--- src/exec_ops_pkg.sv ---
// operation, size and sequencer encodings, imported by the execution RTL and its testbench
`default_nettype none

package exec_ops_pkg;

    typedef enum logic [3:0] {
        op_nop, op_ld_imm, op_ld_reg,
        op_add, op_sub, op_and, op_xor,
        op_store, op_push, op_pop,
        op_ldi, op_ldir,
        op_inc_rfp, op_dec_rfp, op_ld_rfp
    } exec_op_t;

    // write width and pointer step of 1, 2 or 4
    typedef enum logic [1:0] {
        sz_byte, sz_word, sz_long
    } op_size_t;

    typedef enum logic [2:0] {
        st_idle, st_exec, st_mem_rd, st_mem_wr, st_done
    } seq_state_t;

    // register writeback source, also the RAM write data
    localparam logic [1:0] WB_IMM = 2'd0;
    localparam logic [1:0] WB_SRC = 2'd1;
    localparam logic [1:0] WB_ALU = 2'd2;
    localparam logic [1:0] WB_RAM = 2'd3;

    // RAM byte address source
    localparam logic [1:0] ADDR_DST = 2'd0;
    localparam logic [1:0] ADDR_XSP = 2'd1;
    localparam logic [1:0] ADDR_XHL = 2'd2;
    localparam logic [1:0] ADDR_XDE = 2'd3;

endpackage

`default_nettype wire

--- src/exec_alu.sv ---
// width-aware add, sub, and, xor with registered zero and carry flags
`timescale 1ns/1ps
`default_nettype none

module exec_alu (
    input  wire logic                   clk,
    input  wire logic                   rst,
    input  wire logic                   cen,
    input  wire exec_ops_pkg::exec_op_t op,
    input  wire exec_ops_pkg::op_size_t size,
    input  wire logic [31:0]            a,
    input  wire logic [31:0]            b,
    input  wire logic                   flag_we,
    output logic [31:0]                 alu_out,
    output logic [1:0]                  flags
);
    import exec_ops_pkg::*;

    logic [31:0] mask, am, bm;
    logic [32:0] wide;
    logic        carry;

    always_comb begin
        case (size)
            sz_byte: mask = 32'h0000_00ff;
            sz_word: mask = 32'h0000_ffff;
            default: mask = 32'hffff_ffff;
        endcase
        am = a & mask;
        bm = b & mask;
        case (op)
            op_add:  wide = {1'b0, am} + {1'b0, bm};
            op_sub:  wide = {1'b0, am} - {1'b0, bm};
            op_and:  wide = {1'b0, am & bm};
            default: wide = {1'b0, am ^ bm};
        endcase
        alu_out = wide[31:0] & mask;
        // borrow sets every bit above the width, so one tap serves add and sub
        case (size)
            sz_byte: carry = wide[8];
            sz_word: carry = wide[16];
            default: carry = wide[32];
        endcase
    end

    // flags = {zero, carry}
    always_ff @(posedge clk or posedge rst) begin
        if (rst)
            flags <= 2'b00;
        else if (cen && flag_we)
            flags <= {alu_out == 32'd0, carry};
    end

endmodule

`default_nettype wire

--- config.mk ---
export PLATFORM = sky130hd
export DESIGN_NAME = exec_alu
export DESIGN_NICKNAME = d
export VERILOG_FILES = /design/src/exec_ops_pkg.sv /design/src/exec_alu.sv
export SDC_FILE = /design/constraint.sdc
export NUM_CORES = 1
export LEC_CHECK = 0
export BUFFER_PORTS_ARGS = -buffer_cell sky130_fd_sc_hd__buf_2
export CAP_MARGIN = 15
export CORE_UTILIZATION = 40
export CTS_CLUSTER_SIZE = 8
export DETAILED_ROUTE_END_ITERATION = 8
export PLACE_DENSITY_LB_ADDON = 0.25
export SYNTH_ARGS = -nofsm -noshare
export SYNTH_HDL_FRONTEND = slang
export SYNTH_SLANG_ARGS = --single-unit
--- constraint.sdc ---
create_clock -name clk -period 9 [get_ports clk]
set_clock_uncertainty 0.15 [all_clocks]
set_input_delay 0.45 -clock clk [delete_from_list [all_inputs] [get_ports clk]]
set_output_delay 0.45 -clock clk [all_outputs]
set_load 0.03 [all_outputs]
# ---- After elaboration in Yosys (flattened, before gate mapping)
# Cells that the tools add are included.
dict set report word_totals {
  regBits 2
  input_bits 74
  output_inout_bits 34
  wordCells 18
}
dict set report classes {
  add_sub_neg 2
  n_eq_ne 4
  mux 3
  bitwise 5
  reduce_logical 3
}
# cell count
set ops {}
lappend ops {{$and A32 B32 Y32} 4}
lappend ops {{$pmux W33 S3} 1}
lappend ops {{$pmux W32 S2} 1}
lappend ops {{$add A32 B32 Y33} 1}
lappend ops {{$sub A32 B32 Y33} 1}
lappend ops {{$logic_not A32 Y1} 1}
lappend ops {{$xor A32 B32 Y32} 1}
lappend ops {{$eq A4 B3 Y1 const B} 2}
lappend ops {{$eq A4 B2 Y1 const B} 1}
lappend ops {{$eq A2 B1 Y1 const B} 1}
lappend ops {{$logic_not A2 Y1} 1}
lappend ops {{$pmux W1 S2} 1}
lappend ops {{$logic_and A1 B1 Y1} 1}

# ---- Logic depth before layout (Yosys ltp)
dict set report depth {
  depth_word 7
  depth_mapped 21
  depth_no_buf 20
}

# ---- Worst setup path before layout
# No wires, ideal clock.
dict set report synth_timing {
  path_kind {input-to-output}
  from {input port size[0]}
  to {output port alu_out[31]}
  arrival_ns 4.129
  required_time_ns 8.400
  slack_ns 4.271
  path_stages 17
  n_path_buf 3
  path_cell_list {or2_0 -> clkbuf_1 -> clkbuf_1 -> nand2_1 -> nand3_1 -> or2_1 -> o31ai_1 -> xnor2_1 -> ha_1 -> clkbuf_1 -> a31o_2 -> a211oi_1 -> nand2b_1 -> a21oi_1 -> or2_1 -> or3_1 -> a31oi_1}
}
dict set report synth_via {
  elab_chain_cells 6
  word_cells_on_any_way 11
  classes_between {add/sub (2); eq/ne (1); mux (2); bitwise (5); reduce/logical (1)}
}
# element line_no
set synth_lines {}
lappend synth_lines {{start, declared} exec_alu.sv:10} ;# input wire exec_ops_pkg::op_size_t size,
lappend synth_lines {{$eq A2 B1 Y1 or $logic_not A2 Y1 (tied branches)} exec_alu.sv:24} ;# case (size)
lappend synth_lines {{$pmux W32 S2 *} exec_alu.sv:24}
lappend synth_lines {{$and A32 B32 Y32 (on tied branches)} {exec_alu.sv:29, exec_alu.sv:30}}
lappend synth_lines {{$sub A32 B32 Y33, or another cell as far along} exec_alu.sv:33} ;# op_sub: wide = {1'b0, am} - {1'b0, bm};
lappend synth_lines {{$pmux W33 S3} exec_alu.sv:31} ;# case (op)
lappend synth_lines {{$and A32 B32 Y32 *} exec_alu.sv:37} ;# alu_out = wide[31:0] & mask;
lappend synth_lines {{end, declared} exec_alu.sv:14} ;# output logic [31:0] alu_out,
# Every way passes the cells marked *; elsewhere a longest branch is shown, timed or not.

# ---- Worst setup path after layout
dict set report layout_timing {
  from {input port size[1]}
  to {register flags[1]}
}
dict set report layout_via {
  elab_chain_cells 7
  word_cells_on_any_way 12
  classes_between {add/sub (2); eq/ne (1); mux (2); bitwise (5); reduce/logical (2)}
}
# element line_no
set layout_lines {}
lappend layout_lines {{$eq A2 B1 Y1 or $logic_not A2 Y1 (tied branches)} exec_alu.sv:24}
lappend layout_lines {{$pmux W32 S2 *} exec_alu.sv:24}
lappend layout_lines {{$and A32 B32 Y32 (on tied branches)} {exec_alu.sv:29, exec_alu.sv:30}}
lappend layout_lines {{$sub A32 B32 Y33, or another cell as far along} exec_alu.sv:33}
lappend layout_lines {{$pmux W33 S3} exec_alu.sv:31}
lappend layout_lines {{$and A32 B32 Y32 *} exec_alu.sv:37}
lappend layout_lines {{$logic_not A32 Y1 *} exec_alu.sv:51} ;# flags <= {alu_out == 32'd0, carry};
lappend layout_lines {{end signal, assigned} exec_alu.sv:51}
lappend layout_lines {{end, declared} exec_alu.sv:15} ;# output logic [1:0] flags
# Marked as above.
# A chain may end at the register's enable or synchronous reset.

==> results.cfg <==
[power]
irDropWorstVdd_uv = 78.0
power_leakage_nw = 2.46
power_density_nw_per_um2 = 81.0

[final_layout]
top_register = flags
syn_to_final_growth_pct = 15.8
largest_register_ffs = 2
top_regs = flags x2
regArea_um2 = 50.0
multi_input_area_um2 = 4070
drive_above_1_share_pct = 17.0
n_fill_cell = 1083
fin_nets = 876
utilization_pct = 48.0

[hold_path]
min_to = flags[0]
holdPathStages = 2
hold_path_class = flop to flop
min_from = flags[0]

[drt]
drt_drc_violations_left = 0
routed_wirelength_mm = 15.7
drtIter0Drc = 363
vias_per_cell = 6.23
vias = 5425
ant_nets = 0
avgRoutedWirePerCell_um = 18.0
drt_first_pass_iters = 5

[global_route]
grt_use_met2_pct = 44.7
grtUsageMet3_pct = 4.08
met1_usage_pct = 36.2
grt_pass1_vias = 5021
grt_overflow = 0
grt_busiest_layer = met2
grt_pass1_wl_mm = 24.8
grtUsageTotal_pct = 27.3
antenna_found_initial = 0
grt_start_max_net_pins = 44

[flow_run]
drv.max_cap_violation_count = 0

[yosys]
synth_seq_cells = 2
ys_seq_area_share_pct = 1.16
synth_area_leaders = ha_1 (19%), and2_1 (5.9%), xnor2_1 (5.9%)
synth_top_area_share_pct = 18.8
syn-num-nets = 793
synth_flop_cell = dfrtp_1
syn_inst = 653
yosysTopAreaCell = ha_1
syn_area_um2 = 4320
async_reset_ff_share_pct = 100
postSynthAreaPerCell_um2 = 6.61
synth-warning-count = 0
netlist-cell-type-count = 73
synth-edff-count = 0

[timing]
post-route-min-period_ns = 6.08
post-route-period-util_pct = 67.6
hold_viol_final = 0
setup_slack_ns = 2.92
max-slew-margin-rel_pct = 38.9
rsz0062_at_grt = false
fmax_ghz = 0.164
drv_slew = 0
finalSetupViolCount = 0
tightest_slew_ns = 0.914
fin_setup_tns_ns = 0

[clocking]
clk_latency_ns = 0.22
cts_root_buffer = clkbuf_8
cts_tree = done
h-tree-depth = 1
clk_pin_slew_ns = 0.03
cts_hold_buf = 1
cts_resized = 0
cts_sinks = 2
max-clock-path-buffers = 2
cts_buffers = 3
postCtsSetupBuffers = 0

[place]
dpl.hpwl_mm = 12.7
io_buffers = 107
post-place-ws_ns = 2.95
gp_congestion = 1.02

[setup_path]
r2r-end = flags[1]
crit_arrival_ns = 6.07
crit_required_ns = 8.99
start_kind = primary input
critPathMaxFanout = 43
cp-end-kind = flop
rr_startpoint = flags[1]
r2r_setup_slack_ns = 8.25
rr_worst_depth = 2
worst-setup-path-type = primary input to flop
worst_path_largest_cell_delay_ns = 0.78
crit_slowest_cell = nor2_1
critical_path.cell_chain = buf_2 -> nor2_1 -> o211ai_1 -> or2_1 -> nor4_1 -> nor2_1 -> xnor2_1 -> ha_1 -> a21o_1 -> a21o_1 -> a21oi_1 -> or3_1 -> o211ai_1 -> a211o_1 -> a2111o_1 -> nor4_1 -> nand3b_1 -> o21ai_1

[floorplanning]
ios = 108
dieArea_um2 = 11200
initial_core_util_pct = 41.4
num_rows = 37
core_um2 = 10400
die_height_um = 106
die_width_um = 106

[run_status]
status = completed
[cell type report]
class,instances,area share [%]
Clock buffer,3,0.826
Timing Repair Buffer,112,11.5
Multi-Input combinational cell,593,81.4
Sequential cell,2,1.00
Inverter,24,1.80
Antenna cell,1,0.0501
Tap cell,136,3.40
[worst max-delay path, delay by kind of cell]
kind | cells | cell delay [ns]
adder cells (fa/ha/maj) | 1 | 0.42
AO/OA/AOI/OAI | 8 | 1.91
AND/OR/NAND/NOR | 7 | 2.81
buffers and inverters | 1 | 0.30
XOR/XNOR | 1 | 0.16
[cells in the final DEF, fill, tap and decap left out, types with 17 or more instances in the layout]
| master | count |
|---|---|
| buf_2 | 107 |
| a21oi_1 | 46 |
| o21ai_0 | 35 |
| a21o_1 | 17 |
| a22oi_1 | 22 |
| nand2_1 | 66 |
| xnor2_1 | 29 |
| nor2_1 | 61 |
| and2_1 | 41 |
| nand3_1 | 20 |
| ha_1 | 65 |
| inv_1 | 23 |
[Yosys cell counts (5+ instances only)]
library cell,instances
xor2_1,16
nand3_1,20
o21ai_0,35
ha_1,65
or4_1,5
a21oi_1,46
or3_1,7
a22oi_1,22
nand2_1,66
inv_1,23
o21ai_1,8
xnor2_1,29
o31ai_1,9
nand3b_1,5
o22ai_1,6
nor4_1,6
a21o_1,17
nor3_1,14
a2111oi_0,5
and3_1,7
a211oi_1,9
nor2_1,61
clkbuf_1,33
nand4_1,7
nand2b_1,5
and2_1,41
[metrics by stage]
step | hold slack, ns | total power [W] | instances | area, um2
5_1_grt | 0.390 | 0.000437 | 870 | 5000
4_1_cts | 0.334 | 0.000401 | 870 | 5000
6_report | 0.330 | 0.000405 | 871 | 5000
2_1_floorplan | 0.0412 | 0.000263 | 653 | 4320
3_3_place_gp | 0.151 | 0.000356 | 866 | 4950
3_5_place_dp | 0.151 | 0.000360 | 866 | 4950
[report_power, final]
group / total (W) / internal (W) / switching [W]
sequential: 0.00000996 / 0.00000966 / 0.000000297
clock: 0.0000368 / 0.0000284 / 0.00000843
combinational: 0.000358 / 0.000132 / 0.000226
total: 0.000405 / 0.000170 / 0.000235
[routing by layer]
metal	vias up	part of all wire [%]
li1	2593	-
met4	0	3.1
met1	2532	44
met3	44	7.9
met2	256	45
met5	-	0
[worst max-delay path by stage]
stage	start	endpoint	slack, ns	cells after the start
2_1_floorplan	size[0]	alu_out[31]	4.27	17
3_3_place_gp	size[1]	flags[1]	3.13	18
3_5_place_dp	size[1]	flags[1]	2.95	18
4_1_cts	size[1]	alu_out[31]	3.11	16
5_1_grt	size[1]	flags[1]	2.68	17
6_report	size[1]	flags[1]	2.92	18
[logic make-up after synthesis]
family | share of synthesized area, %
fa+ha+maj | 19.3
flops | 1.16
buf+inv | 5.04
simple gates | 31.6
mux | 0.232
compound gates | 33.5
xor+xnor | 9.13
No activity file was read; power rests on OpenSTA's default activity.
