--- src/exec_ops_pkg.sv ---
// operation, size and sequencer encodings, imported by the execution RTL and its testbench
`default_nettype none

package exec_ops_pkg;

    typedef enum logic [3:0] {
        op_nop, op_ld_imm, op_ld_reg,
        op_add, op_sub, op_and, op_xor,
        op_store, op_push, op_pop,
        op_ldi, op_ldir,
        op_inc_rfp, op_dec_rfp, op_ld_rfp
    } exec_op_t;

    // write width and pointer step of 1, 2 or 4
    typedef enum logic [1:0] {
        sz_byte, sz_word, sz_long
    } op_size_t;

    typedef enum logic [2:0] {
        st_idle, st_exec, st_mem_rd, st_mem_wr, st_done
    } seq_state_t;

    // register writeback source, also the RAM write data
    localparam logic [1:0] WB_IMM = 2'd0;
    localparam logic [1:0] WB_SRC = 2'd1;
    localparam logic [1:0] WB_ALU = 2'd2;
    localparam logic [1:0] WB_RAM = 2'd3;

    // RAM byte address source
    localparam logic [1:0] ADDR_DST = 2'd0;
    localparam logic [1:0] ADDR_XSP = 2'd1;
    localparam logic [1:0] ADDR_XHL = 2'd2;
    localparam logic [1:0] ADDR_XDE = 2'd3;

endpackage

`default_nettype wire

--- src/reg_map_pkg.sv ---
// register code fields and dump address map, imported by the register file, sequencer and testbench
`default_nettype none

package reg_map_pkg;

    // high nibble picks the bank or pointer space, low nibble the byte
    typedef logic [7:0] reg_code_t;

    localparam logic [3:0] BANK_PREV = 4'hd;
    localparam logic [3:0] BANK_CUR  = 4'he;
    localparam logic [3:0] PTR_SPACE = 4'hf;

    // byte 0 of each register, current bank
    localparam reg_code_t RC_XWA = 8'he0;
    localparam reg_code_t RC_XBC = 8'he4;
    localparam reg_code_t RC_XDE = 8'he8;
    localparam reg_code_t RC_XHL = 8'hec;
    localparam reg_code_t RC_XIX = 8'hf0;
    localparam reg_code_t RC_XIY = 8'hf4;
    localparam reg_code_t RC_XIZ = 8'hf8;
    localparam reg_code_t RC_XSP = 8'hfc;

    // dump port: accumulators, then pointers, then rfp and flags
    localparam logic [7:0] DMP_ACC_END = 8'h40;
    localparam logic [7:0] DMP_PTR_END = 8'h50;
    localparam logic [7:0] DMP_FLAGS   = 8'h50;

endpackage

`default_nettype wire

--- src/op_sequencer.sv ---
// command capture FSM driving register file, alu and RAM strobes one cycle each
`timescale 1ns/1ps
`default_nettype none

module op_sequencer (
    input  wire logic                   clk,
    input  wire logic                   rst,
    input  wire logic                   cen,
    input  wire logic                   cmd_valid,
    input  wire exec_ops_pkg::exec_op_t cmd_op,
    input  wire reg_map_pkg::reg_code_t cmd_dst,
    input  wire reg_map_pkg::reg_code_t cmd_src,
    input  wire logic [31:0]            cmd_imm,
    input  wire exec_ops_pkg::op_size_t cmd_size,
    input  wire logic                   bc_unity,
    output logic                        busy,
    output logic                        done,
    output reg_map_pkg::reg_code_t      src_code,
    output reg_map_pkg::reg_code_t      dst_code,
    output exec_ops_pkg::op_size_t      wr_size,
    output logic                        wr_en,
    output logic [1:0]                  wr_sel,
    output exec_ops_pkg::op_size_t      reg_step,
    output logic                        inc_xhl,
    output logic                        inc_xde,
    output logic                        dec_bc,
    output logic                        dec_xsp,
    output logic                        inc_xsp,
    output logic                        inc_rfp,
    output logic                        dec_rfp,
    output logic                        rfp_we,
    output logic [1:0]                  rfp_imm,
    output exec_ops_pkg::exec_op_t      alu_op,
    output logic                        flag_we,
    output logic                        ram_we,
    output logic [1:0]                  ram_addr_sel
);
    import exec_ops_pkg::*;
    import reg_map_pkg::*;

    seq_state_t state;
    exec_op_t   op_q;
    reg_code_t  dst_q, src_q;
    op_size_t   size_q;
    logic       is_alu, is_blk, is_stack;

    assign is_alu   = op_q inside {op_add, op_sub, op_and, op_xor};
    assign is_blk   = op_q inside {op_ldi, op_ldir};
    assign is_stack = op_q inside {op_push, op_pop};

    always_ff @(posedge clk or posedge rst) begin
        if (rst) begin
            state   <= st_idle;
            op_q    <= op_nop;
            dst_q   <= 8'd0;
            src_q   <= 8'd0;
            size_q  <= sz_byte;
            rfp_imm <= 2'd0;
        end else if (cen) begin
            case (state)
                st_idle: if (cmd_valid) begin
                    op_q    <= cmd_op;
                    dst_q   <= cmd_dst;
                    src_q   <= cmd_src;
                    size_q  <= cmd_size;
                    rfp_imm <= cmd_imm[1:0];
                    if (cmd_op == op_store)
                        state <= st_mem_wr;
                    else if (cmd_op inside {op_pop, op_ldi, op_ldir})
                        state <= st_mem_rd;
                    else
                        state <= st_exec;
                end
                st_exec:   state <= (op_q == op_push) ? st_mem_wr : st_done;
                st_mem_rd: state <= (op_q == op_pop) ? st_exec : st_mem_wr;
                // ldir loops until the count seen before this decrement was 1
                st_mem_wr: state <= (op_q == op_ldir && !bc_unity) ? st_mem_rd : st_done;
                default:   state <= st_idle;
            endcase
        end
    end

    assign busy = state != st_idle;
    assign done = state == st_done;

    // block moves walk xhl to xde, stack ops work on xsp
    assign src_code = is_blk ? RC_XHL : (op_q == op_pop) ? RC_XSP : src_q;
    assign dst_code = is_blk ? RC_XDE : (op_q == op_push) ? RC_XSP : dst_q;
    assign wr_size  = (op_q == op_pop) ? sz_long : size_q;
    assign reg_step = (is_blk || is_stack) ? sz_long : size_q;

    assign wr_en   = state == st_exec && (is_alu || op_q inside {op_ld_imm, op_ld_reg, op_pop});
    assign flag_we = state == st_exec && is_alu;
    assign alu_op  = op_q;
    assign inc_rfp = state == st_exec && op_q == op_inc_rfp;
    assign dec_rfp = state == st_exec && op_q == op_dec_rfp;
    assign rfp_we  = state == st_exec && op_q == op_ld_rfp;
    assign dec_xsp = state == st_exec && op_q == op_push;
    assign inc_xsp = state == st_exec && op_q == op_pop;
    assign inc_xhl = state == st_mem_wr && is_blk;
    assign inc_xde = state == st_mem_wr && is_blk;
    assign dec_bc  = state == st_mem_wr && is_blk;
    assign ram_we  = state == st_mem_wr;

    always_comb begin
        case (op_q)
            op_ld_imm:                  wr_sel = WB_IMM;
            op_add, op_sub, op_and,
            op_xor:                     wr_sel = WB_ALU;
            op_pop, op_ldi, op_ldir:    wr_sel = WB_RAM;
            default:                    wr_sel = WB_SRC;
        endcase
        if (is_blk)
            ram_addr_sel = (state == st_mem_rd) ? ADDR_XHL : ADDR_XDE;
        else if (is_stack)
            ram_addr_sel = ADDR_XSP;
        else
            ram_addr_sel = ADDR_DST;
    end

endmodule

`default_nettype wire

--- config.mk ---
export PLATFORM = sky130hd
export DESIGN_NAME = op_sequencer
export DESIGN_NICKNAME = d
export VERILOG_FILES = /design/src/exec_ops_pkg.sv /design/src/reg_map_pkg.sv /design/src/op_sequencer.sv
export SDC_FILE = /design/constraint.sdc
export NUM_CORES = 1
export LEC_CHECK = 0
export ABC_CLOCK_PERIOD_IN_PS = 3080
export BUFFER_PORTS_ARGS = -buffer_cell sky130_fd_sc_hd__buf_2
export CORE_MARGIN = 4
export CORE_UTILIZATION = 30
export CTS_BUF_LIST = sky130_fd_sc_hd__clkbuf_4
export CTS_CLUSTER_DIAMETER = 50
export CTS_CLUSTER_SIZE = 12
export DETAILED_ROUTE_END_ITERATION = 10
export SYNTH_ARGS = -nofsm -noshare
export SYNTH_HDL_FRONTEND = slang
export SYNTH_SLANG_ARGS = --single-unit
--- constraint.sdc ---
create_clock -name clk -period 3.08 [get_ports clk]
set_input_delay 0.308 -clock clk [delete_from_list [all_inputs] [get_ports clk]]
set_output_delay 0.308 -clock clk [all_outputs]
set_load 0.1 [all_outputs]
After elaboration in Yosys (flattened, before gate mapping) --
Memory sizes are Yosys's and may differ from the RTL's. Index checks and enable logic that the tools add are counted.
Storage, ports and cells: ROM bits 32, input port bits 59, memories kept 1, register bits after elaboration 27
Memories:
- (no name shown) | depth 16, width 2, read ports 1, clocked after memory_dff 0, write ports 0, RTL line op_sequencer.sv:106 | case (op_q)
Operators by class: multiplexer cells 16, eq/ne operators 22, reduce and logical (&&, ||, !) cells 21
Operator list (count):
- equality test 4 bit (second input constant) | 10
- 2-to-1 mux 8 bit | 4
- equality test 4 x 3 -> 1 bit (second input constant) | 4
- 2-to-1 mux 2 bit | 6
- case mux 3 bit (4 select lines) | 1
- logical AND 1 bit | 9
- 2-to-1 mux 3 bit | 3
- nonzero test 3 bit | 3
- equality test 4 x 2 -> 1 bit (second input constant) | 2
- equality test 3 x 2 -> 1 bit (second input constant) | 2
- equality test 4 x 1 -> 1 bit (second input constant) | 1
- nonzero test 2 bit | 2
- nonzero test 4 bit | 1
- equality test 3 x 1 -> 1 bit (second input constant) | 1
- equality test 3 bit (second input constant) | 1
- logical NOT 3 bit | 1
- AND reduction 3 bit | 1
- logical OR 1 bit | 2
- 2-to-1 mux 1 bit | 2
- inequality test 2 bit (second input constant) | 1
- AND reduction 2 bit | 1
- logical NOT 1 bit | 1

Logic depth before layout (Yosys ltp) --
Gate-level depths: netlist of the first run.
depth after elaboration 6, gate-level depth with buffers 6, mapped depth without buffers 4

Worst setup path after synthesis of the first run --
No wires, ideal clock.
path kind flip-flop to output port, start point register state[1], end point output port inc_xde, arrival time 4.867 ns, required time 2.772 ns, path buffers 2, setup slack -2.095 ns, stages on the path, launching flop included 6, cells stage by stage dfrtp_1 -> clkbuf_2 -> inv_2 -> nor3b_1 -> nor2b_1 -> buf_4
Between the ends: word-level cells in the longest chain between the ends 2
RTL lines:
- from (decl) | RTL line op_sequencer.sv:41 | seq_state_t state;
- from (signal assigned) | RTL line op_sequencer.sv:53 | state <= st_idle;
- from (signal assigned) | RTL line op_sequencer.sv:68 | state <= st_mem_wr;
- from (signal assigned) | RTL line op_sequencer.sv:70 | state <= st_mem_rd;
- equality test 3 x 2 -> 1 bit
- via ram_we | RTL line op_sequencer.sv:35 | output logic ram_we,
- logical AND 1 bit | RTL line op_sequencer.sv:101 | assign inc_xde = state == st_mem_wr && is_blk;
- to (decl) | RTL line op_sequencer.sv:25 | output logic inc_xde,
The timed path passes the listed nets, and every way through them passes these cells.

Final worst setup path of the first run --
start point register op_q[2] (netlist: alu_op[2]), end point output port src_code[2]
Between the ends: word-level cells in the longest chain between the ends 3
RTL lines:
- from (decl) | RTL line op_sequencer.sv:42 | exec_op_t op_q;
- from (signal assigned) | RTL line op_sequencer.sv:54 | op_q <= op_nop;
- from (signal assigned) | RTL line op_sequencer.sv:62 | op_q <= cmd_op;
- equality test 4 bit, on equally long branches | RTL line op_sequencer.sv:87, op_sequencer.sv:48
- 2-to-1 mux 8 bit / nonzero test 2 bit (equally long branches) | RTL line op_sequencer.sv:87, op_sequencer.sv:48
- 2-to-1 mux 8 bit * | RTL line op_sequencer.sv:87 | assign src_code = is_blk ? RC_XHL : (op_q == op_pop) ? RC_XSP : src_q;
- to (decl) | RTL line op_sequencer.sv:18 | output reg_map_pkg::reg_code_t src_code,
Mark *: on every way between the ends. The rest lies on a longest branch, timed or not.

==> results.sh, run 1 <==
export IMPL_placed_area_um2=2000
export IMPL_synthArstFlopShare=1.00
export IMPL_clock_fmax_mhz=395
export IMPL_grt_setup_unrepaired="false"
export IMPL_cts_resized=0
export IMPL_core_area_um2=5110
export IMPL_initial_core_util=0.310
export IMPL_wl_met1_um=1700
export IMPL_crit_arrival_ns=2.23
export IMPL_cp_max_fo=11
export IMPL_antenna_left=0
export IMPL_track_usage=0.123
export IMPL_drc=0
export IMPL_fin_crit_ns=2.53
export IMPL_cts_sinks=27
export IMPL_first_pass_iters=4
export IMPL_dieArea_um2=6510
export IMPL_antenna_cells=0
export IMPL_critPathLaunchType="flop"
export IMPL_syn2layout_area_growth_pct=28.1
export IMPL_vias=1228
export IMPL_dp_slack_ns=0.862
export IMPL_slew_violations=0
export IMPL_worst_hold_path_type="in -> reg"
export IMPL_critPathTopFamily="simple AND/OR/NAND/NOR gates"
export IMPL_cp_depth=4
export IMPL_ff2ff_path_depth=3
export IMPL_crit_path_end_kind="output pin"
export IMPL_crit_type="reg -> out"
export IMPL_cp_buffers_inverters=1
export IMPL_syn_mean_instance_area_um2=11.2
export IMPL_grt_first_pass_wirelength_um=6260
export IMPL_synth_seq_cells=27
export IMPL_cpPeakStageDelay_ns=0.53
export IMPL_nets=264
export IMPL_grt_overflow_total=0
export IMPL_first_global_vias=1314
export IMPL_fin_worst_skew_ns=0.0117
export IMPL_clk_latency_ns=0.32
export IMPL_finalSetupViolations=0
export IMPL_synth_edf_count=0
export IMPL_die_w_um=80.7
export IMPL_io_pins=102
export IMPL_core_rowCount=26
export IMPL_tns_ns=0
export IMPL_wl_met2_um=1690
export IMPL_finalHoldViolCount=0
export IMPL_setup_slack_ns=0.546
export IMPL_wl_um=3780
export IMPL_grt_max_degree=28
export IMPL_cap_violations=0
export IMPL_synth_top_area_share=0.426
export IMPL_yosysTopAreaCell="dfrtp_1"
export IMPL_final_period_utilization=0.823
export IMPL_first_iter_violations=27
export IMPL_yosys_top_cells_count="27 x dfrtp_1, 18 x mux2_4, 8 x nand2_1, 8 x nand2b_1, 8 x nor2_1"
export IMPL_synth_fp_nets=200
export IMPL_cts_buffers=3
export IMPL_yosysSeqAreaShare=0.426
export IMPL_dp_hpwl_um=2830
export IMPL_multi_input_area_um2=867
export IMPL_htreeDepth=1
export IMPL_cts_path_max_buffers=2
export IMPL_status="finished, final reports clean"
export IMPL_synth_ff_type="dfrtp_1"
export IMPL_crit_slowest_cell="dfrtp_1"
export IMPL_synth_area_leaders="dfrtp_1 43%, mux2_4 17%, mux2_2 3.6%"
export IMPL_maxSlewHeadroom=0.285
export IMPL_netlist_area_um2=1590
export IMPL_cts_tree="built"
export IMPL_top_layer="met4"
export IMPL_viasPerCell=4.48
export IMPL_crit_required_ns=2.77
export IMPL_synth_warnings=0
export IMPL_port_buffers=71
export IMPL_worst_pin_slew_ns=1.07
export IMPL_wl_met3_um=370
export IMPL_synth_cells=141
export IMPL_post_cts_buffers=0
export IMPL_antenna_found_initial=0
export IMPL_hold_buffers=0
export IMPL_ys_types=38
export IMPL_whs_ns=0.199
export IMPL_wl_per_cell_um=13.8
export IMPL_hold_path_depth=2
export IMPL_seqCellArea_um2=676
export IMPL_gp_congestion=0.759
export IMPL_die_h_um=80.7
export IMPL_design_area_um2=2030
export IMPL_layout_drive_gt1_share=0.588
export IMPL_crit_chain="nand2b_1, nor2_1, or2_2, buf_2"
export IMPL_path_clk_slew_ns=0.15
export IMPL_fillers=544
export IMPL_yosysMostFrequentCell="dfrtp_1"
export IMPL_clockRootBuffer="clkbuf_4"
[flip-flops by register name (all words and copies together), names as in the netlist]
signal and flops:
src_q 8, alu_op 4, dst_q 8, size_q 2
rfp_imm 2, state 3
[path summary, 6_finish.rpt]
check / from / end / slack (ns)
min in group asynchronous: rst / rfp_imm[1] / 0.22
worst min register to register: src_q[7] / src_q[7] / 0.52
worst max register to register: state[2] / src_q[7] / 1.24
worst min-delay path: cmd_dst[3] / dst_q[3] / 0.20
worst max-delay path: alu_op[2] / src_code[2] / 0.55
max in group asynchronous: rst / alu_op[2] / 2.21
[metrics by stage]
| stage | cells | util |
|---|---|---|
| after detailed placement | 270 | 0.392 |
| after global placement | 270 | 0.392 |
| final | 274 | 0.398 |
| after floorplan | 141 | - |
| after global routing | 274 | 0.398 |
| after CTS | 274 | 0.398 |
[worst register-to-register path, cell delays in order, from the launching register on]
cell	delay, ns
dfrtp_1	0.55
nor2_8	0.20
nand4_4	0.50
mux2_4	0.49
[layout by cell type (no fill, tap or decap), types with 2 or more instances in the layout]
| cell type | synthesis | final |
|---|---|---|
| a21o_1 | 3 | 3 |
| a21oi_1 | 3 | 3 |
| and2_1 | 3 | 3 |
| and3_1 | 2 | 2 |
| buf_2 | 2 | 71 |
| clkbuf_4 | 0 | 4 |
| dfrtp_1 | 27 | 27 |
| inv_1 | 3 | 3 |
| mux2_2 | 5 | 5 |
| mux2_4 | 18 | 18 |
| nand2_1 | 8 | 8 |
| nand2b_1 | 8 | 8 |
| nor2_1 | 8 | 8 |
| nor2b_2 | 0 | 3 |
| nor3_1 | 7 | 2 |
| nor3_2 | 0 | 5 |
| o21ai_0 | 3 | 3 |
| or2_2 | 6 | 6 |
[routing by layer]
| metal | track usage | vias to the layer above |
|---|---|---|
| li1 | - | 611 |
| met1 | 0.161 | 565 |
| met2 | 0.199 | 50 |
| met3 | 0.0325 | 2 |
| met4 | 0.0304 | 0 |
| met5 | 0 | - |
[kinds of logic (layout without fill, tap and decap cells)]
logic type,Yosys count,count (layout),synth area share
compound gates,16,16,0.0679
buf+inv,16,79,0.0663
flops,27,27,0.426
mux,24,24,0.212
simple gates,58,58,0.227
[area by class of cell]
type | count | share of cell area
sequential | 27 | 0.333
timing repair buffer | 71 | 0.175
multi-input combinational | 98 | 0.427
tap | 70 | 0.0431
inverter | 4 | 0.00739
clock buffer | 4 | 0.0148
Power of run 1 is left out: the tool's default activity adds up to more than one toggle a clock period on the data nets, which glitch-free logic cannot reach.
==> run 2, diff against run 1 <==
- ABC_CLOCK_PERIOD_IN_PS: 3080 -> 2200
- clock period: 3.08 -> 2.2 ns (I/O delays scaled with it)
==> run 2 against run 1 <==
Global-route usage increased by 0.75 points. Sequential share of layout area down 5.3 points. Wire length rose by 4.9%. Non-clock buffer count is 11 higher. Register-to-register slack lost 0.57 ns. Die area unchanged. Core utilization increased by 8.5 points.
==> results.sh, run 2 (synthesized netlist as in run 1, its figures left out) <==
export IMPL_slew_violations=0
export IMPL_antenna_left=0
export IMPL_initial_core_util=0.310
export IMPL_core_rowCount=26
export IMPL_cts_buffers=3
export IMPL_grtUsageMet1=0.161
export IMPL_grt_setup_unrepaired="false"
export IMPL_antenna_found_initial=0
export IMPL_first_global_vias=1301
export IMPL_cap_violations=0
export IMPL_grt_max_degree=28
export IMPL_cts_path_max_buffers=2
export IMPL_die_w_um=80.7
export IMPL_layout_drive_gt1_share=0.665
export IMPL_syn2layout_area_growth_pct=55.6
export IMPL_crit_type="reg -> out"
export IMPL_die_h_um=80.7
export IMPL_busiest_layer="met2"
export IMPL_core_area_um2=5110
export IMPL_tns_ns=0
export IMPL_fillers=477
export IMPL_viasPerCell=4.62
export IMPL_fin_worst_skew_ns=0.00306
export IMPL_final_period_utilization=0.946
export IMPL_crit_required_ns=1.98
export IMPL_finalHoldViolCount=0
export IMPL_clock_fmax_mhz=480
export IMPL_wl_per_cell_um=13.9
export IMPL_mostFrequentLayoutCells="43 x buf_2, 22 x dfrtp_1, 18 x mux2_4"
export IMPL_fin_crit_ns=2.08
export IMPL_finalSetupViolations=0
export IMPL_clk_latency_ns=0.32
export IMPL_crit_arrival_ns=1.86
export IMPL_path_clk_slew_ns=0.14
export IMPL_worst_pin_slew_ns=0.502
export IMPL_seqCellArea_um2=689
export IMPL_status="finished, final reports clean"
export IMPL_port_buffers=71
export IMPL_io_pins=102
export IMPL_antenna_cells=0
export IMPL_gp_congestion=0.747
export IMPL_nets=275
export IMPL_vias=1316
export IMPL_final_common_cell="buf_2"
export IMPL_grt_overflow_total=0
export IMPL_dp_hpwl_um=3050
export IMPL_first_iter_violations=66
export IMPL_cts_tree="built"
export IMPL_met2_usage=0.208
export IMPL_critPathLaunchType="flop"
export IMPL_cp_max_fo=4
export IMPL_drc=0
export IMPL_wl_um=3960
export IMPL_crit_path_end_kind="output pin"
export IMPL_dieArea_um2=6510
export IMPL_maxSlewHeadroom=0.668
export IMPL_multi_input_area_um2=953
export IMPL_clockRootBuffer="clkbuf_4"
export IMPL_cts_sinks=27
export IMPL_track_usage=0.130
export IMPL_grt_first_pass_wirelength_um=6560
export IMPL_met3_usage=0.0572
export IMPL_first_pass_iters=3
export IMPL_htreeDepth=1
export IMPL_worst_hold_path_type="in -> reg"
[run 2: through the flow]
| stage | setup WS [ns] | hold WS [ns] | cell area (µm²) | util | std cells |
|---|---|---|---|---|---|
| final | 0.119 | 0.116 | 2470 | 0.483 | 285 |
| after global routing | 0.00271 | 0.0845 | 2470 | 0.483 | 285 |
| after CTS | 0.00903 | 0.101 | 2390 | 0.468 | 280 |
| after detailed placement | 0.364 | 0.309 | 2340 | 0.459 | 275 |
| after global placement | 0.343 | 0.310 | 2340 | 0.459 | 275 |
| after floorplan | -0.538 | 0.273 | 1780 | - | 141 |
[run 2: layout make-up]
cell class,count,area share
Inverter,4,0.00812
Sequential cell,27,0.280
Timing Repair Buffer,82,0.278
Clock buffer,4,0.0122
Tap cell,70,0.0355
Multi-Input combinational cell,98,0.387
[run 2: worst paths after layout]
path	start	to	depth (start not counted)	slack [ns]
min in group asynchronous	rst	dst_q[6]	4	0.48
hold reg to reg	dst_q[3]	dst_q[3]	1	0.52
setup / recovery	state[2]	wr_en	4	0.12
hold / removal	cmd_size[1]	size_q[1]	2	0.12
setup reg to reg	alu_op[2]	state[1]	4	0.67
max in group asynchronous	rst	alu_op[0]	4	1.43
[run 2: repair_timing]
action | CTS | global route
endpoints found under the setup margin | 2 | 18
setup buffers | 0 | 5
gates resized for setup | 2 | 19
hold buffers | 1 | 0
hold endpoints to repair | 27 | 0
[run 2: worst max-delay path, cell delays in order (launching register included)]
cell     delay (ns)
dfrtp_1        0.41
nor2_1         0.23
nand2_1        0.24
nor3_4         0.22
buf_2          0.44
[run 2: layer usage]
| layer | vias to the layer above | wire [µm] |
|---|---|---|
| met5 | - | 0 |
| met1 | 627 | 1640 |
| met4 | 0 | 9 |
| met3 | 2 | 457 |
| li1 | 637 | - |
| met2 | 50 | 1860 |
Power of run 2 is left out for the same reason.
==> run 3, diff against run 2 <==
- BUFFER_PORTS_ARGS: -buffer_cell sky130_fd_sc_hd__buf_2 -> default
- DONT_BUFFER_PORTS: default -> 1
==> run 3 against run 2 <==
Design area rose by 9.5%. Clock skew rose by 0.017 ns. Clock-buffer cell count fell by 1. Register-to-register slack got worse by 0.09 ns. Non-clock buffer count fell by 16. Hold slack got worse by 0.097 ns. Cell count fell by 5.6%. Critical path type unchanged. Critical endpoint is now flag_we.
==> results.sh, run 3 (synthesized netlist as in run 1, its figures left out) <==
export IMPL_layout_drive_gt1_share=0.563
export IMPL_min_from="cen"
export IMPL_wl_per_cell_um=16.5
export IMPL_nets=259
export IMPL_wl_um=4430
export IMPL_finalHoldViolCount=0
export IMPL_crit_required_ns=1.98
export IMPL_cap_violations=0
export IMPL_track_usage=0.141
export IMPL_cts_buffers=3
export IMPL_clockRootBuffer="clkbuf_4"
export IMPL_drc=0
export IMPL_antenna_left=0
export IMPL_initial_core_util=0.310
export IMPL_crit_type="reg -> out"
export IMPL_crit_arrival_ns=1.90
export IMPL_grt_first_pass_wirelength_um=7060
export IMPL_die_h_um=80.7
export IMPL_dp_hpwl_um=3420
export IMPL_clock_fmax_mhz=472
export IMPL_hold_path_depth=2
export IMPL_r2r_slack_ns=0.58
export IMPL_vias=1271
export IMPL_antenna_found_initial=0
export IMPL_core_area_um2=5110
export IMPL_cts_tree="built"
export IMPL_grt_max_degree=28
export IMPL_syn2layout_area_growth_pct=70.3
export IMPL_port_buffers=0
export IMPL_maxSlewHeadroom=0.383
export IMPL_first_global_vias=1370
export IMPL_critPathLaunchType="flop"
export IMPL_dieArea_um2=6510
export IMPL_slew_violations=0
export IMPL_htreeDepth=1
export IMPL_final_common_cell="buf_12"
export IMPL_path_clk_slew_ns=0.17
export IMPL_worst_pin_slew_ns=0.926
export IMPL_crit_path_end_kind="output pin"
export IMPL_hold_end="state[0]"
export IMPL_cp_max_fo=12
export IMPL_mostFrequentLayoutCells="29 x buf_12, 23 x dfrtp_1, 20 x buf_4, 18 x mux2_4, 16 x dlygate4sd3_1"
export IMPL_cts_path_max_buffers=2
export IMPL_fin_crit_ns=2.12
export IMPL_gp_congestion=0.804
export IMPL_r2r_end="state[1]"
export IMPL_first_pass_iters=4
export IMPL_core_rowCount=26
export IMPL_cts_sinks=27
export IMPL_die_w_um=80.7
export IMPL_final_period_utilization=0.963
export IMPL_r2r_start="alu_op[1]"
export IMPL_viasPerCell=4.72
export IMPL_whs_ns=0.0191
export IMPL_first_iter_violations=78
export IMPL_finalSetupViolations=0
export IMPL_ff2ff_path_depth=4
export IMPL_clk_latency_ns=0.34
export IMPL_fin_worst_skew_ns=0.0200
export IMPL_worst_hold_path_type="in -> reg"
export IMPL_io_pins=102
export IMPL_antenna_cells=0
export IMPL_grt_overflow_total=0
export IMPL_status="finished, final reports clean"
run 3: cell count changes in the layout (fill, tap and decap cells not counted), sizes merged:
cell         before  now
buf              71   50
clkbuf           14    3
dlygate4sd3       1   16
inv               4    5
run 3: layout make-up:
type / instances / area [µm²]
Clock buffer: 3 / 22.5
Clock inverter: 1 / 8.76
Fill cell: 444 / 2410
Inverter: 4 / 20.0
Multi-Input combinational cell: 98 / 971
Sequential cell: 27 / 688
Tap cell: 70 / 87.6
Timing Repair Buffer: 66 / 902
run 3: what timing repair did:
action | 4_1_cts | 5_1_grt
hold endpoints to repair | 40 | 2
buffers inserted | 0 | 5
endpoints found under the setup margin | 1 | 4
hold buffers | 14 | 2
gates resized for setup | 2 | 3
run 3: worst max-delay path, cell delays in order, from the launching register on:
cell	delay, ns
dfrtp_4	0.58
and3_4	0.22
or3_4	0.35
nor3_4	0.20
buf_12	0.20
run 3: stage by stage:
step | util | std cells | instance area, µm² | TNS (ns) | setup slack [ns]
floorplan | - | 141 | 1780 | -1.53 | -0.538
global placement | 0.480 | 244 | 2450 | 0 | 0.417
detailed placement | 0.480 | 244 | 2450 | 0 | 0.396
CTS | 0.514 | 262 | 2630 | 0 | 0.0417
global route | 0.529 | 269 | 2700 | -0.0113 | -0.0102
finish | 0.529 | 269 | 2700 | 0 | 0.0815
run 3: worst max path at each step:
stage	cells past startpoint	endpoint	from
final	4	flag_we	alu_op[1]
after detailed placement	4	wr_size[1]	alu_op[2]
after global placement	4	wr_size[1]	alu_op[2]
after global routing	4	flag_we	alu_op[1]
after CTS	4	flag_we	alu_op[1]
after floorplan	4	inc_xde	state[2]
run 3: layer usage:
metal / up-vias / track usage / share of wire
met3: 0 / 0.0572 / 0.11
li1: 599 / - / -
met1: 617 / 0.147 / 0.36
met5: - / 0 / 0
met4: 0 / 0.0253 / 0
met2: 55 / 0.266 / 0.54
Power of run 3 is left out for the same reason.
